--- config.mk ---
export PLATFORM = sky130hd
export DESIGN_NAME = strobe_timer
export DESIGN_NICKNAME = d
export VERILOG_FILES = /design/src/logic/tape_pkg.sv /design/src/logic/strobe_timer.sv
export SDC_FILE = /design/constraint.sdc
export NUM_CORES = 1
export LEC_CHECK = 0
export BUFFER_PORTS_ARGS = -buffer_cell sky130_fd_sc_hd__clkbuf_2
export CORE_ASPECT_RATIO = 0.9
export CORE_MARGIN = 2
export CORE_UTILIZATION = 58
export DETAILED_ROUTE_END_ITERATION = 6
export PLACE_DENSITY_LB_ADDON = 0.3
export RECOVER_POWER = 100
export SETUP_SLACK_MARGIN = 0.02
export SYNTH_ARGS = -nofsm -noshare
export SYNTH_HDL_FRONTEND = slang
export SYNTH_SLANG_ARGS = --single-unit
export TNS_END_PERCENT = 1
--- constraint.sdc ---
create_clock -name CLK -period 2.22 [get_ports CLK]
set_clock_uncertainty 0.2 [all_clocks]
set_input_delay 0.333 -clock CLK [delete_from_list [all_inputs] [get_ports CLK]]
set_output_delay 0.333 -clock CLK [all_outputs]
set_load 0.05 [all_outputs]
--- src/logic/tape_pkg.sv ---
`default_nettype none

package tape_pkg;

	////////////////////
	// Sizes and default parameters

	localparam int DEF_ADDR_W         = 10;   // Tape buffer address width
	localparam int DEF_TIMEOUT_CYCLES = 8192; // Clocks without a read strobe before stopping
	localparam int PULSES_PER_STEP    = 12;   // Read strobes per pattern step
	localparam int PATTERN_W          = 13;   // Pattern length in steps

	////////////////////
	// Bit patterns, played from bit 0 upward

	// One bit starts at position 1 and plays 0,0,1,1,1,1,0,0,1,1,1,1
	localparam logic [PATTERN_W-1:0] PATTERN_ONE  = 13'h0F3C;
	// Zero bit starts at position 0 and plays 0,0 then eleven ones
	localparam logic [PATTERN_W-1:0] PATTERN_ZERO = 13'h1FFC;

	////////////////////
	// Types

	typedef logic [7:0] byte_t;

	typedef enum logic [1:0] {
		PLAYER_IDLE      = 2'd0,
		PLAYER_READ_BYTE = 2'd1, // Fetch next byte from buffer
		PLAYER_NEXT_BIT  = 2'd2, // Pick pattern for next bit
		PLAYER_PLAY_BIT  = 2'd3  // Step pattern on read strobes
	} player_state_t;

endpackage

`default_nettype wire

--- src/logic/strobe_timer.sv ---
`timescale 1ns/1ps
`default_nettype none

module strobe_timer import tape_pkg::*; #(
	parameter int TIMEOUT_CYCLES = DEF_TIMEOUT_CYCLES
) (
	input  logic CLK,
	input  logic RESET,
	input  logic tape_read,
	input  logic timer_clear,
	input  logic timer_run,
	output logic step_due,
	output logic timed_out
);

	localparam int PULSE_W = $clog2(PULSES_PER_STEP);
	localparam int IDLE_W  = $clog2(TIMEOUT_CYCLES + 1);

	logic               read_q;
	logic               read_fall;
	logic [PULSE_W-1:0] pulse_cnt;
	logic [IDLE_W-1:0]  idle_cnt;

	always_ff @(posedge CLK) begin
		if (RESET)
			read_q <= 1'b0;
		else
			read_q <= tape_read;
	end

	assign read_fall = read_q && !tape_read; // End of a read strobe

	////////////////////
	// Pulse counter

	always_ff @(posedge CLK) begin
		if (RESET || timer_clear) begin
			pulse_cnt <= '0;
			step_due  <= 1'b0;
		end else if (timer_run && read_fall) begin
			if (pulse_cnt == PULSE_W'(PULSES_PER_STEP - 1)) begin
				pulse_cnt <= '0;
				step_due  <= 1'b1;
			end else begin
				pulse_cnt <= pulse_cnt + 1'b1;
				step_due  <= 1'b0;
			end
		end else begin
			step_due <= 1'b0;
		end
	end

	////////////////////
	// Inactivity timeout

	always_ff @(posedge CLK) begin
		if (RESET || timer_clear)
			idle_cnt <= '0;
		else if (timer_run) begin
			if (read_fall)
				idle_cnt <= '0;
			else if (!timed_out)
				idle_cnt <= idle_cnt + 1'b1; // Saturates at the limit
		end
	end

	assign timed_out = idle_cnt == IDLE_W'(TIMEOUT_CYCLES);

endmodule

`default_nettype wire

==> run_results.csv <==
group,metric,value,unit
run_status,status,"completed",
power_and_ir_drop,powerDensity,513,mW/mm^2
sta,rsz0062_at_grt,"yes",
global_routing,track_usage,0.232,
floorplanning,core,0.00170,mm^2
route,drtIter0Drc,39,
yosys,synth_common_cells,"20 x dfxtp_1, 14 x nand2_1, 10 x a21oi_1",
placement,routabilityCongestion,0.958,
global_routing,gr-total-overflow,0,
final_layout,area_growth,12.5,%
global_routing,grt_pass1_vias,889,
route,vias,994,
clock_tree,cts_buffer_depth,2,
floorplanning,fp.dieH,44.6,um
sta,fmax,466,MHz
critical_path,cp_slowest_cell,"nor4_1",
floorplanning,initial_core_util,0.626,
critical_path,worst_setup_path_end_kind,"output pin",
final_layout,final_util,0.704,
sta,slew_headroom,0.609,
sta,finalMaxSlewViolations,0,
yosys,syn-num-nets,140,
route,via_per_inst,5.99,
clock_tree,cts_buffers,3,
clock_tree,tritoncts,"done",
floorplanning,fp.dieW,49.1,um
yosys,synthTopCellsByArea,"dfxtp_1 38%, nand2_1 4.9%, a21oi_1 4.7%, ha_1 4.7%, nand3_1 3.8%",
route,ant_nets,0,
critical_path,path_max_fanout,6,
global_routing,antenna_found_initial,0,
sta,fin_hold_ws,0.0708,ns
job,maxCapViolCount,0,
sta,fin_crit_sh,0.967,
yosys,synth-edff-count,0,
final_layout,n_antenna_cell,0,
yosys,yosys_warnings,0,
clock_tree,htreeDepth,1,
sta,hold_viol_final,0,
floorplanning,pin_count,7,
critical_path,startpoint_type,"flip-flop",
yosys,yosysTopAreaCellShare,0.376,
yosys,synth_area_leader_cell,"dfxtp_1",
route,drcViolationCount,0,
yosys,synthCells,131,
yosys,synth_async_sr_flop_share,0,
power_and_ir_drop,p_leak,0.453,nW
critical_path,cp.required,1.69,ns
final_layout,drive_gt1_frac,0.134,
route,wl_per_cell,13.9,um
route,drt_wl_total,2.31,mm
critical_path,slowest_delay,0.39,ns
sta,setup_tns,0,ns
placement,port-buffer-count,6,
yosys,yosysMostFrequentCell,"dfxtp_1",
sta,worst_slew_pin_slew,0.589,ns
critical_path,path_class,"reg -> out",
placement,hpwl,1.65,mm
floorplanning,die-area,0.00219,mm^2
yosys,synth-main-ff-cell,"dfxtp_1",
power_and_ir_drop,max-vdd-ir-drop,0.578,mV
global_routing,grt_max_degree,12,
clock_tree,ctsRootBufferMaster,"clkbuf_4",
worst_hold_path,hold_class,"in -> reg",
critical_path,cp_data_arrival_time,1.61,ns
yosys,synth.avg_cell_area,8.12,um^2
sta,period_needed,2.15,ns
global_routing,grt_pass1_wl,3.90,mm
clock_tree,clock-sinks,20,
yosys,synth-seq-cells,20,
yosys,netlist_area,0.00106,mm^2
clock_tree,clock_latency,0.29,ns
route,first_pass_iters,4,
sta,setup_viol,0,
critical_path,crit_chain,"nor4_1, nand4_1, inv_1, clkbuf_8",
final_layout,finish.net_count,152,
floorplanning,rows,14,
clock_tree,clk_pin_slew_worst_paths,0.11,ns
yosys,yosysSeqAreaShare,0.376,
yosys,synth_cell_types,39,
## worst paths after layout
check | startpoint | slack, ns | cells past startpoint | to
hold reg to reg | pulse_cnt[1]$_SDFFE_PP0P_ | 0.29 | 2 | pulse_cnt[1]$_SDFFE_PP0P_
hold / removal | tape_read | 0.07 | 2 | read_q$_SDFF_PP0_
setup / recovery | idle_cnt[4]$_SDFFE_PP0P_ | 0.07 | 4 | timed_out
setup reg to reg | idle_cnt[1]$_SDFFE_PP0P_ | 0.15 | 8 | idle_cnt[9]$_SDFFE_PP0P_
## through the flow
| stage | std cells | setup WS, ns | cell area [um^2] | total power [mW] |
|---|---|---|---|---|
| after floorplan | 131 | 0.127 | 1060 | 0.399 |
| after global placement | 160 | 0.263 | 1120 | 0.411 |
| after detailed placement | 160 | 0.181 | 1120 | 0.412 |
| after CTS | 166 | 0.0472 | 1190 | 0.616 |
| after global routing | 166 | -0.0182 | 1200 | 0.637 |
| final | 166 | 0.0740 | 1200 | 0.613 |
## layout by cell type (no fill, tap or decap), types with 4 or more instances in the layout
master / n
dfxtp_1: 19
nand2_1: 14
a21oi_1: 10
nor2_1: 9
nand3_1: 8
nor3_1: 7
o21ai_0: 6
inv_1: 5
nand4_1: 4
ha_1: 4
clkbuf_2: 4
buf_4: 4
## metal layers
metal,part of all wire,vias up,GRT usage
li1,-,497,-
met1,0.47,456,0.302
met2,0.45,39,0.386
met3,0.081,2,0.0676
met4,0.0043,0,0.0457
met5,0,-,0
## power breakdown
part	internal [mW]	leakage, nW	switching [mW]
registers	0.361	0.162	0.00232
clock network	0.0999	0.0210	0.107
logic	0.0169	0.270	0.0261
## worst max-delay path, delay by kind of cell (launching register included)
kind / cells / cell delay [ns]
and+or+nand+nor: 2 / 0.60
DFF: 1 / 0.37
buffers and inverters: 2 / 0.34
## registers in the layout, summed over array words and instances (netlist names)
register	flops
read_q	1
pulse_cnt	4
idle_cnt	14
step_due	1
## final cells by class
type                       count  area, um^2
multi-input combinational    101         628
fill                         135         503
sequential                    20         402
timing repair buffer          12        81.3
clock buffer                   4        36.3
tap                           24        30.0
inverter                       5        18.8
## what timing repair did
item,in CTS,in global routing
setup endpoints to repair,1,10
gates resized for setup,2,4
setup buffers,1,0
hold buffers,1,0
pin swaps,1,0
hold endpoints to repair,1,0
## kinds of logic after synthesis
kind of cell,share of synthesized area
AO/OA/AOI/OAI,0.175
adder cells (fa/ha/maj),0.0471
buffers and inverters,0.0459
flip-flops,0.376
multiplexers,0.0200
AND/OR/NAND/NOR,0.335
(Power assumes the default switching activity.)
