## src/logic/tape_pkg.sv

```systemverilog
`default_nettype none

package tape_pkg;

	////////////////////
	// Sizes and default parameters

	localparam int DEF_ADDR_W         = 10;   // Tape buffer address width
	localparam int DEF_TIMEOUT_CYCLES = 8192; // Clocks without a read strobe before stopping
	localparam int PULSES_PER_STEP    = 12;   // Read strobes per pattern step
	localparam int PATTERN_W          = 13;   // Pattern length in steps

	////////////////////
	// Bit patterns, played from bit 0 upward

	// One bit starts at position 1 and plays 0,0,1,1,1,1,0,0,1,1,1,1
	localparam logic [PATTERN_W-1:0] PATTERN_ONE  = 13'h0F3C;
	// Zero bit starts at position 0 and plays 0,0 then eleven ones
	localparam logic [PATTERN_W-1:0] PATTERN_ZERO = 13'h1FFC;

	////////////////////
	// Types

	typedef logic [7:0] byte_t;

	typedef enum logic [1:0] {
		PLAYER_IDLE      = 2'd0,
		PLAYER_READ_BYTE = 2'd1, // Fetch next byte from buffer
		PLAYER_NEXT_BIT  = 2'd2, // Pick pattern for next bit
		PLAYER_PLAY_BIT  = 2'd3  // Step pattern on read strobes
	} player_state_t;

endpackage

`default_nettype wire

```

## src/logic/pattern_if.sv

```systemverilog
`timescale 1ns/1ps
`default_nettype none

interface pattern_if import tape_pkg::*; ();

	// FSM to shifter
	logic  load_byte;    // Capture data and restart bit count
	logic  start_bit;    // Load pattern for the byte's top bit
	logic  step;         // Advance one pattern step
	logic  clear;        // Drop the current byte and pattern
	byte_t data;         // Buffer read data, routed in by the top level

	// Shifter to FSM
	logic  byte_done;    // All eight bits started
	logic  pattern_done; // Current pattern fully played
	logic  tape_bit;     // Current pattern step

	modport fsm (
		output load_byte, start_bit, step, clear,
		input  byte_done, pattern_done, tape_bit
	);

	modport shifter (
		input  load_byte, start_bit, step, clear, data,
		output byte_done, pattern_done, tape_bit
	);

endinterface

`default_nettype wire

```

## src/logic/player_fsm.sv

```systemverilog
`timescale 1ns/1ps
`default_nettype none

module player_fsm import tape_pkg::*; (
	input  logic   CLK,
	input  logic   RESET,
	input  logic   dl_download,
	input  logic   play,
	input  logic   stop,
	input  logic   rewind,
	input  logic   at_end,
	input  logic   empty,
	input  logic   step_due,
	input  logic   timed_out,
	output logic   advance,
	output logic   rewind_pos,
	output logic   timer_clear,
	output logic   timer_run,
	output logic   active,
	output logic   playing,
	pattern_if.fsm pat
);

	player_state_t state;
	logic          play_q;
	logic          stop_q;
	logic          rewind_q;
	logic          play_rise;
	logic          stop_rise;
	logic          rewind_rise;
	logic          abort;    // Forced return to idle
	logic          finished; // Image done or reader gone

	////////////////////
	// Control edges

	assign play_rise   = play && !play_q;
	assign stop_rise   = stop && !stop_q;
	assign rewind_rise = rewind && !rewind_q;

	assign abort    = dl_download || stop_rise || rewind_rise;
	assign finished = (state == PLAYER_READ_BYTE && at_end) ||
	                  (state == PLAYER_PLAY_BIT && timed_out);

	////////////////////
	// State register

	always_ff @(posedge CLK) begin
		if (RESET) begin
			state    <= PLAYER_IDLE;
			playing  <= 1'b0;
			play_q   <= 1'b0;
			stop_q   <= 1'b0;
			rewind_q <= 1'b0;
		end else begin
			play_q   <= play;
			stop_q   <= stop;
			rewind_q <= rewind;
			if (abort || finished) begin
				state   <= PLAYER_IDLE;
				playing <= 1'b0;
			end else begin
				case (state)
					PLAYER_IDLE: begin
						if (play_rise && !empty && !at_end) begin
							state   <= PLAYER_READ_BYTE;
							playing <= 1'b1;
						end
					end
					PLAYER_READ_BYTE: state <= PLAYER_NEXT_BIT;
					PLAYER_NEXT_BIT: begin
						if (pat.byte_done)
							state <= PLAYER_READ_BYTE;
						else
							state <= PLAYER_PLAY_BIT;
					end
					PLAYER_PLAY_BIT: begin
						if (pat.pattern_done)
							state <= PLAYER_NEXT_BIT;
					end
					default: state <= PLAYER_IDLE;
				endcase
			end
		end
	end

	////////////////////
	// Pulses to the datapath

	// Byte fetch also moves the buffer to the following byte
	assign pat.load_byte = state == PLAYER_READ_BYTE && !at_end && !abort;
	assign advance       = pat.load_byte;

	assign pat.start_bit = state == PLAYER_NEXT_BIT && !pat.byte_done && !abort;
	assign timer_clear   = pat.start_bit; // Strobe count restarts with each bit

	assign pat.step = state == PLAYER_PLAY_BIT && step_due && !pat.pattern_done &&
	                  !timed_out && !abort;
	assign pat.clear = abort || finished;

	assign rewind_pos = rewind_rise;
	assign timer_run  = state == PLAYER_PLAY_BIT;
	assign active     = state != PLAYER_IDLE;

endmodule

`default_nettype wire

```

## src/flat_wrapper.sv

```systemverilog
// flat-port wrapper written by rule: the top's interface ports become plain ports
module player_fsm_flat import tape_pkg::*;
  (CLK, RESET, dl_download, play, stop, rewind, at_end, empty, step_due, timed_out, advance, rewind_pos, timer_clear, timer_run, active, playing, pat_load_byte, pat_start_bit, pat_step, pat_clear, pat_byte_done, pat_pattern_done, pat_tape_bit);
  pattern_if pat_i ();
  input  logic CLK;
  input  logic RESET;
  input  logic dl_download;
  input  logic play;
  input  logic stop;
  input  logic rewind;
  input  logic at_end;
  input  logic empty;
  input  logic step_due;
  input  logic timed_out;
  output logic advance;
  output logic rewind_pos;
  output logic timer_clear;
  output logic timer_run;
  output logic active;
  output logic playing;
  output wire logic [$bits(pat_i.load_byte)-1:0] pat_load_byte;
  output wire logic [$bits(pat_i.start_bit)-1:0] pat_start_bit;
  output wire logic [$bits(pat_i.step)-1:0] pat_step;
  output wire logic [$bits(pat_i.clear)-1:0] pat_clear;
  input wire logic [$bits(pat_i.byte_done)-1:0] pat_byte_done;
  input wire logic [$bits(pat_i.pattern_done)-1:0] pat_pattern_done;
  input wire logic [$bits(pat_i.tape_bit)-1:0] pat_tape_bit;
  assign pat_load_byte = pat_i.load_byte;
  assign pat_start_bit = pat_i.start_bit;
  assign pat_step = pat_i.step;
  assign pat_clear = pat_i.clear;
  assign pat_i.byte_done = pat_byte_done;
  assign pat_i.pattern_done = pat_pattern_done;
  assign pat_i.tape_bit = pat_tape_bit;
  player_fsm u_core (.CLK(CLK), .RESET(RESET), .dl_download(dl_download), .play(play), .stop(stop), .rewind(rewind), .at_end(at_end), .empty(empty), .step_due(step_due), .timed_out(timed_out), .advance(advance), .rewind_pos(rewind_pos), .timer_clear(timer_clear), .timer_run(timer_run), .active(active), .playing(playing), .pat(pat_i));
endmodule
```

## config.mk

```make
export PLATFORM = sky130hd
export DESIGN_NAME = player_fsm_flat
export DESIGN_NICKNAME = d
export VERILOG_FILES = /design/src/logic/tape_pkg.sv /design/src/logic/pattern_if.sv /design/src/logic/player_fsm.sv /design/src/flat_wrapper.sv
export SDC_FILE = /design/constraint.sdc
export NUM_CORES = 1
export LEC_CHECK = 0
export BUFFER_PORTS_ARGS = -buffer_cell sky130_fd_sc_hd__buf_4
export CAP_MARGIN = 20
export CORE_AREA = 2 2 39 41
export DETAILED_ROUTE_END_ITERATION = 8
export DIE_AREA = 0 0 41 43
export PLACE_DENSITY = 0.59
export SLEW_MARGIN = 40
export SYNTH_ARGS = -nofsm -noshare
export SYNTH_HDL_FRONTEND = slang
export SYNTH_SLANG_ARGS = --single-unit
```

## constraint.sdc

```tcl
create_clock -name CLK -period 1.61 [get_ports CLK]
set_input_delay 0.322 -clock CLK [delete_from_list [all_inputs] [get_ports CLK]]
set_output_delay 0.322 -clock CLK [all_outputs]
set_load 0.03 [all_outputs]
```

==> flow_metrics.env, run 1 <==
export IMPL_min_path_type="in -> reg"
export IMPL_clock_sinks=6
export IMPL_grt_start_max_net_pins=8
export IMPL_combinationalPowerShare_pct=19.9
export IMPL_crit_type="reg -> out"
export IMPL_tightest_slew_ns=0.300
export IMPL_clk_pin_slew_worst_paths_ns=0.04
export IMPL_drc=0
export IMPL_num_nets_final=74
export IMPL_cp_num_buf_inv=1
export IMPL_ir_drop_v=0.000324
export IMPL_grt_first_pass_wirelength_mm=1.19
export IMPL_timing_rr_end="u_core.state[1]"
export IMPL_max_slew_margin_pct=80.0
export IMPL_area_delta_synth_final_pct=86.1
export IMPL_antennaDiodeCount=0
export IMPL_grt_overflow_total=0
export IMPL_die_area_um2=1760
export IMPL_synth_top_cell_by_area="dfxtp_1"
export IMPL_synthAdderAreaFrac_pct=0
export IMPL_crit_cells=3
export IMPL_port_buffers=21
export IMPL_critPathMaxStageDelay_ns=0.39
export IMPL_maxCapViolCount=0
export IMPL_drt_iter0_markers=1
export IMPL_status="finished, violations left"
export IMPL_cts_tree="done"
export IMPL_cp_slowest_cell="a2111o_1"
export IMPL_synth_area_leaders="dfxtp_1 (39%), nor2b_1 (10%), nor3_1 (6.5%), buf_4 (4.9%), mux2_4 (4.9%)"
export IMPL_synth_area_um2=307
export IMPL_synth_top_area_share_pct=39.2
export IMPL_synth_avg_cell_area_um2=9.29
export IMPL_synth_xor_area_share_pct=0
export IMPL_core_area_um2=1380
export IMPL_synth_cells=33
export IMPL_worstHoldStart="RESET"
export IMPL_synth_compound_area_share_pct=11.4
export IMPL_period_needed_ns=1.73
export IMPL_die_h_um=43
export IMPL_dr_pass1_iters=2
export IMPL_violations="setup timing"
export IMPL_fin_ws_ns=-0.119
export IMPL_ant_nets=0
export IMPL_final_hold_violation_count=0
export IMPL_p_clk_share_pct=37.0
export IMPL_seqPwrFrac_pct=43.2
export IMPL_ys_seq_elements=6
export IMPL_ys_seq_area_share_pct=39.2
export IMPL_grt_pass1_vias=298
export IMPL_power_density_nw_per_um2=633
export IMPL_worstSkewPairLatency_ns=0.24
export IMPL_period_share_pct=107
export IMPL_netSwitchingFraction_pct=22.5
export IMPL_critPathMaxFanout=2
export IMPL_detail_route_wl_per_cell_um=10.3
export IMPL_rsz0062_at_grt="true"
export IMPL_rrSetupSlack_ns=0.20
export IMPL_drive_gt1_share_pct=66.1
export IMPL_h_tree_depth=1
export IMPL_hold_end="u_core.rewind_q"
export IMPL_arrival_ns=1.41
export IMPL_ioPinCount=23
export IMPL_start_util_pct=22.2
export IMPL_die_w_um=41
export IMPL_critPathLaunchType="flip-flop"
export IMPL_wirelength_um=773
export IMPL_dp_hpwl_um=607
export IMPL_pre_cts_ws_ns=-0.00210
export IMPL_cts_root_buf="clkbuf_4"
export IMPL_synth_nets=46
export IMPL_rows=14
export IMPL_p_sw_uw=81.3
export IMPL_endpoint_kind="primary output"
export IMPL_intPower_uw=280
export IMPL_synthMuxAreaShare_pct=4.90
export IMPL_clock_skew_ns=0.000946
export IMPL_setup_viol=1
export IMPL_max_freq_mhz=578
export IMPL_synth_cell_type_count=18
export IMPL_cts_buffers=3
export IMPL_cts_max_path_buffers=2
export IMPL_utilization_pct=41.2
export IMPL_critPathRequiredTime_ns=1.29
export IMPL_r2r_start="u_core.state[1]"
export IMPL_place_gp_congestion=0.662
export IMPL_final_common_cell="buf_4"
export IMPL_synthSimpleGateAreaFrac_pct=35.9
export IMPL_antenna_found_initial=0
export IMPL_hold_worst_slack_ns=0.287
export IMPL_maxSlewViolCount=0
export IMPL_vias=331
export IMPL_crit_family="compound AO/OA/AOI/OAI gates"
export IMPL_track_usage_pct=9.94
export IMPL_synth_top_family_by_area="simple AND/OR/NAND/NOR gates"
export IMPL_via_per_inst=4.41
export IMPL_path_cells="mux2_4 > a2111o_1 > buf_6"
export IMPL_whs_path_depth=2
export IMPL_rr_worst_depth=4
export IMPL_final_cell_mix="buf_4 (22), nor2b_1 (4)"
export IMPL_yosysWarningCount=0
export IMPL_leakage_uw=0.000261
## cells in the mapped netlist
master     count
a2bb2oi_1      1
and4_2         1
or2_2          1
and4_1         1
or4b_1         1
and2_2         1
nor2b_1        5
inv_1          3
a2111o_1       1
mux2_4         1
nor4b_1        1
buf_4          2
o31a_2         1
dfxtp_1        6
nand2_1        1
nor3_1         4
a21oi_1        1
nor2_1         1
## power groups by stage
| stage | registers [uW] | logic [uW] | clock network (uW) |
|---|---|---|---|
| 3_5_place_dp | 158 | 64.7 | 0 |
| 4_1_cts | 156 | 70.1 | 141 |
| 3_3_place_gp | 158 | 64.8 | 0 |
| 6_report | 156 | 71.7 | 134 |
| 5_1_grt | 156 | 76.9 | 150 |
| 2_1_floorplan | 158 | 26.9 | 0 |
## flip-flops by register name, indices dropped and copies added, names as in the netlist
name,flops
u_core.play_q,1
u_core.playing,1
u_core.rewind_q,1
u_core.state,2
u_core.stop_q,1
## area by class of cell
type | count | area [um^2]
fillers | 143 | 813
repair buffers | 25 | 199
multi-input cells | 22 | 194
flip-flops and latches | 6 | 124
clock buffers | 3 | 22.5
well taps | 16 | 20.0
inverters | 3 | 11.3
## per-layer routing
layer  vias to the layer above  share of wire [%]  GRT usage [%]
met3                         2                9.8           2.09
met4                         0                1.8           8.00
met1                       145                 42           11.9
li1                        168                  -              -
met2                        16                 46           14.4
met5                         -                  0              0
## cells by family after synthesis
kind of cell           after synthesis
flip-flops                           6
multiplexers                         1
AND/OR/NAND/NOR                     17
buffers and inverters                5
AO/OA/AOI/OAI                        4
## worst register-to-register path, cell delays in order (launching register included)
cell and delay [ns]:
dfxtp_2 0.33, mux2_4 0.29, a2111o_1 0.39, buf_4 0.15, nor3_1 0.16
## per-stage QoR
stage	TNS [ns]	total power, uW	cells	area (um^2)
final	-0.119	361	75	571
after global routing	-0.371	383	75	571
after CTS	-0.133	367	74	554
after detailed placement	-0.00210	222	71	514
after global placement	-0.0104	222	71	514
after floorplan	-0.192	185	33	329
## worst max path at each step
stage                               end            start  slack [ns]
after floorplan           pat_load_byte           rewind       -0.16
after global placement        pat_clear           at_end       -0.01
after detailed placement      pat_clear           at_end      -0.002
after CTS                     pat_clear  u_core.state[1]       -0.13
after global routing          pat_clear  u_core.state[1]       -0.16
final                         pat_clear  u_core.state[1]       -0.12
## timing repair
action | 4_1_cts | 5_1_grt
buffers inserted | 0 | 1
gates resized for setup | 5 | 3
pin swaps | 2 | 1
hold buffers | 0 | 0
endpoints found under the setup margin | 3 | 5
Note: power is estimated with default switching activity, not from simulation.
==> run 2, diff against run 1 <==
==> constraint.sdc (replaced) <==
create_clock -name CLK -period 1.61 [get_ports CLK]
set_input_delay 0.322 -clock CLK [delete_from_list [all_inputs] [get_ports CLK]]
set_output_delay 0.322 -clock CLK [all_outputs]
set_load 0.02 [all_outputs]
==> flow_metrics.env, run 2 (same netlist as run 1, synthesis figures left out) <==
export IMPL_worstSkewPairLatency_ns=0.24
export IMPL_clock_sinks=6
export IMPL_h_tree_depth=1
export IMPL_largest_reg_flops=2
export IMPL_cts_buffers=3
export IMPL_final_hold_violation_count=0
export IMPL_drive_gt1_share_pct=65.5
export IMPL_port_buffers=21
export IMPL_antennaDiodeCount=0
export IMPL_crit_type="reg -> out"
export IMPL_power_density_nw_per_um2=639
export IMPL_ioPinCount=23
export IMPL_arrival_ns=1.42
export IMPL_maxCapViolCount=0
export IMPL_antenna_found_initial=0
export IMPL_clk_pin_slew_worst_paths_ns=0.04
export IMPL_area_delta_synth_final_pct=81.2
export IMPL_grt_first_pass_wirelength_mm=1.24
export IMPL_start_util_pct=22.2
export IMPL_endpoint_kind="primary output"
export IMPL_grt_overflow_total=0
export IMPL_die_w_um=41
export IMPL_max_slew_margin_pct=82.1
export IMPL_largest_register="u_core.state"
export IMPL_r2r_start="u_core.state[1]"
export IMPL_rsz0062_at_grt="true"
export IMPL_rr_worst_depth=4
export IMPL_final_cell_mix="buf_4 (23), nor2b_1 (4)"
export IMPL_critPathRequiredTime_ns=1.29
export IMPL_timing_rr_end="u_core.state[0]"
export IMPL_wirelength_um=753
export IMPL_setup_viol=1
export IMPL_place_gp_congestion=0.662
export IMPL_ir_drop_v=0.000215
export IMPL_num_nets_final=73
export IMPL_min_path_type="in -> reg"
export IMPL_maxSlewViolCount=0
export IMPL_ant_nets=0
export IMPL_drt_iter0_markers=1
export IMPL_critPathLaunchType="flip-flop"
export IMPL_critPathMaxFanout=2
export IMPL_max_freq_mhz=575
export IMPL_tightest_slew_ns=0.267
export IMPL_rows=14
export IMPL_track_usage_pct=10.8
export IMPL_power_uw=355
export IMPL_fin_ws_ns=-0.128
export IMPL_crit_end="pat_clear"
export IMPL_utilization_pct=40.1
export IMPL_via_per_inst=4.41
export IMPL_leakage_uw=0.000255
export IMPL_clock_skew_ns=0.000695
export IMPL_stdcell_area_um2=556
export IMPL_status="finished, violations left"
export IMPL_grt_start_max_net_pins=8
export IMPL_nFillCells=148
export IMPL_period_share_pct=108
export IMPL_grt_pass1_vias=308
export IMPL_vias=326
export IMPL_violations="setup timing"
export IMPL_rrSetupSlack_ns=0.18
export IMPL_cts_root_buf="clkbuf_4"
export IMPL_die_area_um2=1760
export IMPL_detail_route_wl_per_cell_um=10.2
export IMPL_die_h_um=43
export IMPL_core_area_um2=1380
export IMPL_hold_buffers=0
export IMPL_final_common_cell="buf_4"
export IMPL_cts_max_path_buffers=2
export IMPL_placed_area_um2=519
export IMPL_dp_hpwl_um=633
export IMPL_dr_pass1_iters=2
export IMPL_crit_start="u_core.state[1]"
export IMPL_post_place_cells=71
export IMPL_post_cts_buffers=0
export IMPL_layoutNonFillerInstCount=74
export IMPL_cts_tree="done"
export IMPL_drc=0
export IMPL_period_needed_ns=1.74
## run 2: worst min-delay path by stage
stage,cells past startpoint,slack (ns),from,end
CTS,2,0.28,RESET,u_core.rewind_q
detailed placement,2,0.54,RESET,u_core.stop_q
finish,2,0.29,RESET,u_core.rewind_q
floorplan,1,0.39,RESET,u_core.play_q
global route,2,0.28,RESET,u_core.play_q
global placement,2,0.54,RESET,u_core.play_q
## run 2: per-layer routing
layer	track usage, %	vias up	part of all wire, %
met1	11.9	145	40
li1	-	165	-
met5	0	-	0
met3	3.14	2	10
met4	10.0	0	0.66
met2	15.3	14	49
## run 2: repair_timing
| item | 4_1_cts | 5_1_grt |
|---|---|---|
| resized for setup | 4 | 1 |
| endpoints found under the hold margin | 0 | 0 |
| setup endpoints to repair | 5 | 3 |
| pin swaps | 1 | 1 |
## run 2: layout make-up
| class | instances | area (um^2) | area share, % |
|---|---|---|---|
| Timing Repair Buffer | 24 | 184 | 33.1 |
| Tap cell | 16 | 20.0 | 3.60 |
| Sequential cell | 6 | 124 | 22.3 |
| Multi-Input combinational cell | 22 | 194 | 34.9 |
| Clock buffer | 3 | 22.5 | 4.05 |
| Inverter | 3 | 11.3 | 2.03 |
## run 2: critical path, stage by stage (launching register included)
cell      delay, ns
dfxtp_2        0.33
mux2_4         0.29
a2111o_1       0.41
buf_6          0.15
## run 2: stage by stage
step | hold slack (ns) | setup slack [ns] | TNS, ns
2_1_floorplan | 0.394 | 0.000668 | 0
3_3_place_gp | 0.540 | -0.0332 | -0.0332
3_5_place_dp | 0.540 | -0.0266 | -0.0266
4_1_cts | 0.280 | -0.148 | -0.148
5_1_grt | 0.276 | -0.189 | -0.249
6_report | 0.287 | -0.128 | -0.128
## run 2: power by group
| part | total, uW | internal (uW) | switching, uW |
|---|---|---|---|
| sequential | 156 | 154 | 2.05 |
| clock | 132 | 83.9 | 48.1 |
| combinational | 66.7 | 40.1 | 26.6 |
