===== config.mk =====
export PLATFORM = sky130hd
export DESIGN_NAME = bit_pattern_shifter_flat
export DESIGN_NICKNAME = d
export VERILOG_FILES = /design/src/logic/tape_pkg.sv /design/src/logic/pattern_if.sv /design/src/logic/bit_pattern_shifter.sv /design/src/flat_wrapper.sv
export SDC_FILE = /design/constraint.sdc
export NUM_CORES = 1
export LEC_CHECK = 0
export ABC_AREA = 1
export BUFFER_PORTS_ARGS = -buffer_cell sky130_fd_sc_hd__buf_2
export CAP_MARGIN = 20
export CORE_MARGIN = 4
export CORE_UTILIZATION = 49
export CTS_CLUSTER_DIAMETER = 120
export DETAILED_ROUTE_END_ITERATION = 16
export MAX_ROUTING_LAYER = met4
export PLACE_DENSITY = 0.76
export REMOVE_ABC_BUFFERS = 1
export SYNTH_ARGS = -nofsm -noshare
export SYNTH_HDL_FRONTEND = slang
export SYNTH_SLANG_ARGS = --single-unit

===== constraint.sdc =====
create_clock -name CLK -period 0.99 [get_ports CLK]
set_input_delay 0.0495 -clock CLK [delete_from_list [all_inputs] [get_ports CLK]]
set_output_delay 0.0495 -clock CLK [all_outputs]
set_load 0.01 [all_outputs]

===== src/logic/tape_pkg.sv =====
`default_nettype none

package tape_pkg;

	////////////////////
	// Sizes and default parameters

	localparam int DEF_ADDR_W         = 10;   // Tape buffer address width
	localparam int DEF_TIMEOUT_CYCLES = 8192; // Clocks without a read strobe before stopping
	localparam int PULSES_PER_STEP    = 12;   // Read strobes per pattern step
	localparam int PATTERN_W          = 13;   // Pattern length in steps

	////////////////////
	// Bit patterns, played from bit 0 upward

	// One bit starts at position 1 and plays 0,0,1,1,1,1,0,0,1,1,1,1
	localparam logic [PATTERN_W-1:0] PATTERN_ONE  = 13'h0F3C;
	// Zero bit starts at position 0 and plays 0,0 then eleven ones
	localparam logic [PATTERN_W-1:0] PATTERN_ZERO = 13'h1FFC;

	////////////////////
	// Types

	typedef logic [7:0] byte_t;

	typedef enum logic [1:0] {
		PLAYER_IDLE      = 2'd0,
		PLAYER_READ_BYTE = 2'd1, // Fetch next byte from buffer
		PLAYER_NEXT_BIT  = 2'd2, // Pick pattern for next bit
		PLAYER_PLAY_BIT  = 2'd3  // Step pattern on read strobes
	} player_state_t;

endpackage

`default_nettype wire


===== src/logic/pattern_if.sv =====
`timescale 1ns/1ps
`default_nettype none

interface pattern_if import tape_pkg::*; ();

	// FSM to shifter
	logic  load_byte;    // Capture data and restart bit count
	logic  start_bit;    // Load pattern for the byte's top bit
	logic  step;         // Advance one pattern step
	logic  clear;        // Drop the current byte and pattern
	byte_t data;         // Buffer read data, routed in by the top level

	// Shifter to FSM
	logic  byte_done;    // All eight bits started
	logic  pattern_done; // Current pattern fully played
	logic  tape_bit;     // Current pattern step

	modport fsm (
		output load_byte, start_bit, step, clear,
		input  byte_done, pattern_done, tape_bit
	);

	modport shifter (
		input  load_byte, start_bit, step, clear, data,
		output byte_done, pattern_done, tape_bit
	);

endinterface

`default_nettype wire


===== src/logic/bit_pattern_shifter.sv =====
`timescale 1ns/1ps
`default_nettype none

module bit_pattern_shifter import tape_pkg::*; (
	input  logic      CLK,
	input  logic      RESET,
	pattern_if.shifter pat
);

	localparam int BYTE_BITS = $bits(byte_t);
	localparam int BIT_CNT_W = $clog2(BYTE_BITS + 1);
	localparam int PAT_POS_W = $clog2(PATTERN_W + 1);

	byte_t                cur_byte; // Remaining bits, next one at the top
	logic [BIT_CNT_W-1:0] bit_cnt;  // Bits started from this byte
	logic [PATTERN_W-1:0] pattern;  // Bit 0 is the step on the tape
	logic [PAT_POS_W-1:0] pat_pos;  // Position within the pattern

	////////////////////
	// Current byte

	always_ff @(posedge CLK) begin
		if (pat.load_byte)
			cur_byte <= pat.data;
		else if (pat.start_bit)
			cur_byte <= {cur_byte[BYTE_BITS-2:0], 1'b0}; // MSB first
	end

	always_ff @(posedge CLK) begin
		if (RESET || pat.clear || pat.load_byte)
			bit_cnt <= '0;
		else if (pat.start_bit)
			bit_cnt <= bit_cnt + 1'b1;
	end

	////////////////////
	// Pattern shift register

	always_ff @(posedge CLK) begin
		if (RESET || pat.clear) begin
			pattern <= '0;
			pat_pos <= '0;
		end else if (pat.start_bit) begin
			if (cur_byte[BYTE_BITS-1]) begin
				pattern <= PATTERN_ONE;
				pat_pos <= PAT_POS_W'(1); // Twelve steps
			end else begin
				pattern <= PATTERN_ZERO;
				pat_pos <= '0; // Thirteen steps
			end
		end else if (pat.step) begin
			pattern <= pattern >> 1;
			pat_pos <= pat_pos + 1'b1;
		end
	end

	// Status back to the FSM
	assign pat.tape_bit     = pattern[0];
	assign pat.pattern_done = pat_pos == PAT_POS_W'(PATTERN_W);
	assign pat.byte_done    = bit_cnt == BIT_CNT_W'(BYTE_BITS);

endmodule

`default_nettype wire


===== src/flat_wrapper.sv =====
// flat-port wrapper written by rule: the top's interface ports become plain ports
module bit_pattern_shifter_flat import tape_pkg::*;
  (CLK, RESET, pat_load_byte, pat_start_bit, pat_step, pat_clear, pat_data, pat_byte_done, pat_pattern_done, pat_tape_bit);
  pattern_if pat_i ();
  input  logic CLK;
  input  logic RESET;
  input wire logic [$bits(pat_i.load_byte)-1:0] pat_load_byte;
  input wire logic [$bits(pat_i.start_bit)-1:0] pat_start_bit;
  input wire logic [$bits(pat_i.step)-1:0] pat_step;
  input wire logic [$bits(pat_i.clear)-1:0] pat_clear;
  input wire logic [$bits(pat_i.data)-1:0] pat_data;
  output wire logic [$bits(pat_i.byte_done)-1:0] pat_byte_done;
  output wire logic [$bits(pat_i.pattern_done)-1:0] pat_pattern_done;
  output wire logic [$bits(pat_i.tape_bit)-1:0] pat_tape_bit;
  assign pat_i.load_byte = pat_load_byte;
  assign pat_i.start_bit = pat_start_bit;
  assign pat_i.step = pat_step;
  assign pat_i.clear = pat_clear;
  assign pat_i.data = pat_data;
  assign pat_byte_done = pat_i.byte_done;
  assign pat_pattern_done = pat_i.pattern_done;
  assign pat_tape_bit = pat_i.tape_bit;
  bit_pattern_shifter u_core (.CLK(CLK), .RESET(RESET), .pat(pat_i));
endmodule

==> results of run 1 <==
==> final cells by class <==
| cell class | instances | area [µm²] |
|---|---|---|
| clock buffers | 6 | 51.3 |
| clock inverters | 2 | 36.3 |
| fillers | 187 | 713 |
| inverters | 15 | 58.8 |
| multi-input cells | 110 | 524 |
| flip-flops and latches | 29 | 666 |
| well taps | 28 | 35.0 |
| repair buffers | 33 | 234 |
==> worst paths after layout <==
check / slack [ns] / endpoint / startpoint
min reg2reg: 0.47 / u_core.pattern[5] / u_core.pattern[6]
min: 0.04 / u_core.bit_cnt[1] / pat_start_bit
max: -0.19 / pat_pattern_done / u_core.pat_pos[1]
max reg2reg: 0.03 / u_core.bit_cnt[2] / u_core.bit_cnt[0]
==> state kept, by name (all words and copies together) (netlist names) <==
name,cells
u_core.bit_cnt,4
u_core.cur_byte,8
u_core.pat_pos,4
u_core.pattern,13
==> report_power, final <==
part	internal [mW]	leakage, nW	switching, mW
Combinational	0.0983	0.429	0.122
Sequential	1.29	0.257	0.0247
Clock	0.602	0.0488	0.434
==> placed cells by master, fill, tap and decap left out, types with 9 or more instances in the layout <==
cell,count
buf_4,9
nand2_1,50
a21oi_1,12
nor2_1,24
inv_1,9
buf_2,15
dfxtp_1,17
==> critical path: cells and delay by family (launching register included) <==
kind,cells,cell delay [ns]
flops,1,0.35
buf+inv,2,0.16
simple gates,1,0.16
fa+ha+maj,1,0.14
==> per-stage QoR <==
step | worst slack (ns) | power (mW) | hold WS (ns)
2_1_floorplan | 0.0376 | 1.44 | 0.187
3_3_place_gp | 0.0266 | 1.51 | 0.309
3_5_place_dp | -0.0110 | 1.52 | 0.320
4_1_cts | -0.205 | 2.58 | 0.0317
5_1_grt | -0.241 | 2.68 | 0.0364
6_report | -0.195 | 2.57 | 0.0404
==> per-layer routing <==
metal	share of wire	vias to the layer above	wire length (µm)	global-route usage
li1	-	574	-	-
met1	0.46	476	1120	0.180
met2	0.48	20	1170	0.252
met3	0.046	8	112	0.0526
met4	0.016	0	39	0.113
met5	0	-	0	-
==> cells by family (layout without fill, tap and decap cells) <==
family | Yosys count | count (layout)
adder cells (fa/ha/maj) | 4 | 4
AND/OR/NAND/NOR | 85 | 85
AO/OA/AOI/OAI | 21 | 21
flip-flops | 29 | 29
buffers and inverters | 19 | 56
==> timing repair <==
| action | CTS | global route |
|---|---|---|
| setup buffers | 5 | 0 |
| resized for setup | 11 | 3 |
| hold buffers | 8 | 0 |
| gates cloned | 0 | 0 |
| pin swaps | 2 | 0 |
| endpoints found under the setup margin | 3 | 3 |
| endpoints found under the hold margin | 8 | 0 |
==> results.yml, run 1 <==
outcome:
  status: "finished with violations"
  violations: "negative setup slack"
sta:
  fmax_mhz: 844
  hold_viol: 0
  finalCritPeriodShare: 1.20
  fin_tns_setup_ns: -0.349
  finalClockSkew_ns: 0.00862
  setup_violations: 2
  slew_violations: 0
  fin_crit_ns: 1.18
  tightestPinTransition_ns: 0.355
  rsz0062_at_grt: "yes"
  slew-limit-headroom: 0.763
  layout_setup_ws_ns: -0.195
final_layout:
  antenna_cells: 0
  drive_gt1_frac: 0.241
  utilization: 0.692
  fin_nets: 212
  layout.cells.non_filler: 223
  design_area_um2: 1610
  syn2layout_area_growth_pct: 29.2
synthesis:
  synth_top_family_by_area: "simple AND/OR/NAND/NOR gates"
  postSynthAreaPerCell_um2: 7.86
  netlist.top_cell.by_area: "dfxtp_1"
  netlist_area_um2: 1240
  synth_edf_count: 8
  ys_seq_area_frac: 0.532
  async_reset_ff_frac: 0
  ys_types: 18
  ys_seq_elements: 29
  synthMuxAreaShare: 0
  synth-compound-area-share: 0.0866
  synthSimpleGateAreaFrac: 0.269
  yosysWarnings: 0
  synth.most_common_cell: "nand2_1"
  synthAdderAreaFrac: 0.0403
  ys_top_cells_by_area: "dfxtp_1 (34%), edfxtp_1 (19%), nand2_1 (15%), nor2_1 (7.6%), a21oi_1 (4.8%)"
  syn_inst: 158
  synth_top_area_share: 0.338
  synth_xor_area_frac: 0
  ys.flop_type: "dfxtp_1"
  ys_top_cells_by_count: "nand2_1 (50), nor2_1 (25), dfxtp_1 (21), a21oi_1 (12), inv_1 (12)"
worst_setup_path:
  cp-end-kind: "primary output"
  critPathMaxFanout: 2
  arrival_ns: 1.14
  critical_path_class: "reg2out"
  critPathLaunchType: "flip-flop"
  cp.required_ns: 0.94
  slowest_delay_ns: 0.35
  rr_worst_depth: 4
  slowest_stage: "dfxtp_2"
  crit_chain: "inv_2, ha_4, and3_4, buf_6"
cts:
  htreeDepth: 2
  clock_path_buffers: 2
  cts_buffers: 5
  clock_latency_ns: 0.33
  clk_pin_slew_worst_paths_ns: 0.09
  cts_tree: "built"
  cts.sinks: 29
  cts-root-buf: "clkbuf_4"
global_route:
  antenna_found_initial: 0
  grt.total_usage: 0.164
  grt_max_degree: 15
  grt_first_pass_wirelength_um: 4040
  grt_pass1_vias: 971
  gr-total-overflow: 0
place:
  place_inst: 202
  placed_cell_area_um2: 1360
  hpwl_um: 1690
  io_buffers: 16
  gp_congestion: 0.820
routing:
  dr.pass1.iters: 4
  drt_iter0_drc: 44
  wl_per_cell_um: 10.9
  drc: 0
  ant_nets: 0
  vias: 1078
  routed_via_density: 4.83
  routed_wl_um: 2440
floorplanning:
  start_util: 0.536
  dieArea_um2: 3410
  row_count: 17
  core_um2: 2320
  fp.dieH_um: 58.4
  ios: 17
  die_x_um: 58.4
worst_hold_path:
  hold_class: "in2reg"
  hold_path_depth: 3
power_and_ir_drop:
  power_leakage_nw: 0.734
  powerDensity_nw_per_um2: 1600
  peakVddDrop_v: 0.00170
flow_run:
  cap_violations: 0
(Power assumes the default switching activity.)
==> run 2, diff against run 1 <==
--- a/config.mk
+++ b/config.mk
@@ -9,11 +9,11 @@
 export BUFFER_PORTS_ARGS = -buffer_cell sky130_fd_sc_hd__buf_2
 export CAP_MARGIN = 20
 export CORE_MARGIN = 4
-export CORE_UTILIZATION = 49
+export CORE_UTILIZATION = 55
 export CTS_CLUSTER_DIAMETER = 120
 export DETAILED_ROUTE_END_ITERATION = 16
 export MAX_ROUTING_LAYER = met4
-export PLACE_DENSITY = 0.76
+export PLACE_DENSITY = 0.81
 export REMOVE_ABC_BUFFERS = 1
 export SYNTH_ARGS = -nofsm -noshare
 export SYNTH_HDL_FRONTEND = slang
==> constraint.sdc (replaced) <==
create_clock -name CLK -period 1.21 [get_ports CLK]
set_input_delay 0.0605 -clock CLK [delete_from_list [all_inputs] [get_ports CLK]]
set_output_delay 0.0605 -clock CLK [all_outputs]
set_load 0.01 [all_outputs]
==> run 2 against run 1 <==
Net effect: first-iteration DRC count decreased by 43%; largest cell class unchanged; sequential power decreased by 18%; clock-buffer cell count increased by 2; total power decreased by 29%; the flow now finishes without violations; register-to-register slack improved by 0.21 ns; clock skew decreased by 0.0039 ns.
==> results.yml, run 2 (same netlist as run 1, synthesis figures left out) <==
outcome:
  status: "finished, final reports clean"
global_route:
  met3_usage: 0.0629
  globalRouteMet2Util: 0.274
  gr-max-usage-layer: "met2"
  grt_pass1_vias: 945
  gr-total-overflow: 0
  use_met1: 0.173
  grt.total_usage: 0.162
  grt_first_pass_wirelength_um: 3840
  grt_max_degree: 15
  antenna_found_initial: 0
routing:
  vias: 1065
  ant_nets: 0
  routed_wl_um: 2360
  drc: 0
  wl_per_cell_um: 11.2
  drt_iter0_drc: 25
  dr.pass1.iters: 4
  routed_via_density: 5.05
worst_setup_path:
  critical_path_class: "reg2out"
  critPathLaunchType: "flip-flop"
  cp.required_ns: 1.15
  critPathMaxFanout: 2
  arrival_ns: 1.12
  slowest_delay_ns: 0.35
  cp-end-kind: "primary output"
  rr_worst_depth: 4
  slowest_stage: "dfxtp_2"
  crit_chain: "inv_2, ha_4, and3_4, buf_6"
worst_hold_path:
  hold_path_depth: 3
  hold_class: "in2reg"
sta:
  hold_ws_ns: 0.00937
  rsz0062_at_grt: "yes"
  finalClockSkew_ns: 0.00472
  fin_crit_ns: 1.18
  layout_setup_ws_ns: 0.0314
  fmax_mhz: 848
  fin_tns_setup_ns: 0
  slew-limit-headroom: 0.735
  slew_violations: 0
  hold_viol: 0
  tightestPinTransition_ns: 0.396
  setup_violations: 0
  finalCritPeriodShare: 0.974
floorplanning:
  start_util: 0.603
  ios: 17
  fp.dieH_um: 55.5
  dieArea_um2: 3080
  row_count: 16
  die_x_um: 55.5
  core_um2: 2060
final_layout:
  largest_reg_flops: 13
  final_cell_mix: "nand2_1 (50), nor2_1 (25), dfxtp_1 (17), buf_2 (15), a21oi_1 (12)"
  antenna_cells: 0
  syn2layout_area_growth_pct: 17.5
  fin_nets: 201
  reg.largest.list: "u_core.pattern: 13 flops, u_core.cur_byte: 8 flops"
  final_common_cell: "nand2_1"
  design_area_um2: 1460
  largest_register: "u_core.pattern"
  drive_gt1_frac: 0.217
place:
  hpwl_um: 1690
  placed_cell_area_um2: 1340
  gp_congestion: 0.774
  place_ws_ns: 0.221
  io_buffers: 16
cts:
  clk_pin_slew_worst_paths_ns: 0.09
  cts.sinks: 29
  htreeDepth: 2
  clock_latency_ns: 0.32
  cts-root-buf: "clkbuf_4"
  cts_tree: "built"
  cts_buffers: 5
  clock_path_buffers: 2
power_and_ir_drop:
  power_leakage_nw: 0.669
  peakVddDrop_v: 0.00108
  powerDensity_nw_per_um2: 1250
flow_run:
  cap_violations: 0
==> run 2: cell types whose count changed in the layout (fill, tap and decap cells not counted), sizes merged <==
cell         delta
dlygate4sd3     -8
buf             -3
clkbuf          +2
bufinv          -1
inv             -1
==> run 2: timing repair <==
item | 4_1_cts | 5_1_grt
endpoints found under the hold margin | 0 | 0
setup buffers | 1 | 3
pin swaps | 1 | 1
gates resized for setup | 5 | 7
endpoints found under the setup margin | 2 | 2
hold buffers | 0 | 0
==> run 2: worst max-delay path, delay by kind of cell (launching register included) <==
family,cells,cell delay [ns]
adders and majority gates,1,0.14
buffers and inverters,2,0.16
DFF,1,0.35
and+or+nand+nor,1,0.16
==> run 2: worst paths after layout <==
check                     from            endpoint  slack [ns]
max          u_core.pat_pos[1]    pat_pattern_done        0.03
min                pat_data[5]  u_core.cur_byte[5]       0.009
max reg2reg  u_core.bit_cnt[0]   u_core.bit_cnt[2]        0.24
min reg2reg  u_core.pattern[6]   u_core.pattern[5]        0.47
==> run 2: final cells by class <==
type | instances | area (µm²)
clock buffer | 8 | 58.8
sequential | 29 | 668
inverter | 15 | 58.8
timing repair buffer | 22 | 131
multi-input combinational | 110 | 509
fill | 180 | 602
tap | 27 | 33.8
==> run 2: report_power, final <==
group / total, mW / internal [mW] / leakage [nW] / switching [mW]
clock network: 0.599 / 0.286 / 0.0326 / 0.313
registers: 1.07 / 1.05 / 0.257 / 0.0219
logic: 0.154 / 0.0582 / 0.379 / 0.0963
==> run 2: metal layers <==
| layer | part of all wire | vias to the layer above |
|---|---|---|
| met1 | 0.42 | 483 |
| met5 | 0 | - |
| met3 | 0.059 | 5 |
| met2 | 0.51 | 26 |
| met4 | 0.013 | 0 |
| li1 | - | 551 |
==> run 2: stage by stage <==
stage	util	std cells	power, mW
2_1_floorplan	-	154	1.18
3_3_place_gp	0.650	199	1.23
3_5_place_dp	0.650	199	1.24
4_1_cts	0.686	208	1.84
5_1_grt	0.708	211	1.92
6_report	0.708	211	1.83
==> run 3, diff against run 2 <==
--- a/config.mk
+++ b/config.mk
@@ -13,7 +13,7 @@
 export CTS_CLUSTER_DIAMETER = 120
 export DETAILED_ROUTE_END_ITERATION = 16
 export MAX_ROUTING_LAYER = met4
-export PLACE_DENSITY = 0.81
+export PLACE_DENSITY = 0.77
 export REMOVE_ABC_BUFFERS = 1
 export SYNTH_ARGS = -nofsm -noshare
 export SYNTH_HDL_FRONTEND = slang
==> run 3 against run 2 <==
Net effect: worst setup slack got worse by 0.015 ns; clock-buffer cell count did not move; first-iteration DRC count fell by 20%; register-to-register slack barely moved; clock power rose by 2%; global-route usage rose by 1.4 points; fmax fell by 1.3%; die area did not move; sequential power barely moved; final area rose by 1.7%; largest power group unchanged; highest routed layer unchanged.
==> results.yml, run 3 (same netlist as run 1, synthesis figures left out) <==
global_route:
  gr-max-usage-layer: "met2"
  grt_max_degree: 15
  grt.total_usage: 0.176
  grt_first_pass_wirelength_um: 4150
  antenna_found_initial: 0
  globalRouteMet2Util: 0.285
  grt_pass1_vias: 1015
  use_met1: 0.190
  met3_usage: 0.0769
  gr-total-overflow: 0
sta:
  fin_crit_ns: 1.19
  rsz0062_at_grt: "yes"
  slew-limit-headroom: 0.740
  setup_violations: 0
  tightestPinTransition_ns: 0.388
  hold_viol: 0
  finalCritPeriodShare: 0.986
  finalClockSkew_ns: 0.00984
  slew_violations: 0
  fmax_mhz: 838
  layout_setup_ws_ns: 0.0164
worst_hold_path:
  worstHoldEndpoint: "u_core.cur_byte[2]"
  worstHoldStart: "pat_data[2]"
  hold_class: "in2reg"
  hold_path_depth: 3
final_layout:
  final_cell_mix: "nand2_1 (49), nor2_1 (24), dfxtp_1 (17), buf_2 (15), a21oi_1 (12)"
  fin_nets: 201
  utilization: 0.720
  drive_gt1_frac: 0.223
  largest_register: "u_core.pattern"
  final_common_cell: "nand2_1"
  antenna_cells: 0
  syn2layout_area_growth_pct: 19.5
  design_area_um2: 1490
  largest_reg_flops: 13
  reg.largest.list: "u_core.pattern: 13 flops, u_core.cur_byte: 8 flops"
  layout.cells.non_filler: 211
cts:
  clk_pin_slew_worst_paths_ns: 0.09
  cts_tree: "built"
  cts-root-buf: "clkbuf_4"
  cts.sinks: 29
  clock_latency_ns: 0.33
  clock_path_buffers: 2
  htreeDepth: 2
  cts_buffers: 5
routing:
  drt_iter0_drc: 20
  routed_via_density: 4.98
  routed_wl_um: 2340
  wl_per_cell_um: 11.1
  dr.pass1.iters: 4
  ant_nets: 0
  vias: 1051
  drc: 0
place:
  gp_congestion: 0.805
  placed_cell_area_um2: 1340
  place_inst: 199
  io_buffers: 16
  hpwl_um: 1610
  place_ws_ns: 0.216
floorplanning:
  start_util: 0.603
  dieArea_um2: 3080
  die_x_um: 55.5
  fp.dieH_um: 55.5
  row_count: 16
  ios: 17
  core_um2: 2060
worst_setup_path:
  r2r_slack_ns: 0.23
  r2r-start: "u_core.pat_pos[1]"
  critPathLaunchType: "flip-flop"
  critPathMaxFanout: 2
  cp-end-kind: "primary output"
  cp.required_ns: 1.15
  critical_path_class: "reg2out"
  r2r-end: "u_core.pat_pos[2]"
  rr_worst_depth: 4
  arrival_ns: 1.13
flow_run:
  cap_violations: 0
power_and_ir_drop:
  power_mw: 1.84
  peakVddDrop_v: 0.000911
  powerDensity_nw_per_um2: 1240
  power_leakage_nw: 0.670
outcome:
  status: "finished, final reports clean"
==> run 3: layer usage <==
| layer | part of all wire | wire, µm |
|---|---|---|
| met5 | 0 | 0 |
| met3 | 0.053 | 123 |
| met1 | 0.44 | 1030 |
| met2 | 0.49 | 1150 |
| met4 | 0.014 | 33 |
==> run 3: critical path, cell delays in order (launching register included) <==
cell,delay (ns)
dfxtp_2,0.35
inv_2,0.05
ha_4,0.14
and3_4,0.16
buf_6,0.11
==> run 3: where the power goes <==
part | total, mW | switching (mW) | internal (mW)
sequential | 1.07 | 0.0198 | 1.05
clock | 0.609 | 0.323 | 0.286
combinational | 0.160 | 0.0980 | 0.0619
==> run 3: repair_timing <==
item                                    4_1_cts  5_1_grt
cloned                                        0        0
hold buffers                                  2        0
pin swaps                                     1        1
endpoints found under the setup margin        2        2
resized for setup                             7       10
hold endpoints to repair                      2        0
buffers inserted                              2        0
==> run 3: area by class of cell <==
class,count,area [µm²]
inverters,15,61.3
clock buffers,8,58.8
flip-flops and latches,29,668
multi-input cells,110,527
fillers,160,577
repair buffers,22,136
well taps,27,33.8
==> run 3: worst max-delay path by stage <==
stage	from	endpoint	slack (ns)	cells after the start
3_5_place_dp	u_core.pat_pos[1]	u_core.pat_pos[1]	0.22	4
6_report	u_core.pat_pos[1]	pat_pattern_done	0.02	4
5_1_grt	u_core.pat_pos[1]	pat_pattern_done	-0.04	4
2_1_floorplan	u_core.pat_pos[1]	u_core.pat_pos[1]	0.26	4
3_3_place_gp	u_core.pat_pos[1]	u_core.pat_pos[1]	0.25	4
4_1_cts	u_core.pat_pos[1]	pat_pattern_done	-0.002	4
==> run 3: through the flow <==
step / setup TNS, ns / hold WS [ns]
2_1_floorplan: 0 / 0.198
3_3_place_gp: 0 / 0.319
3_5_place_dp: 0 / 0.333
4_1_cts: -0.00190 / 0.00282
5_1_grt: -0.0658 / 0.00793
6_report: 0 / 0.0109
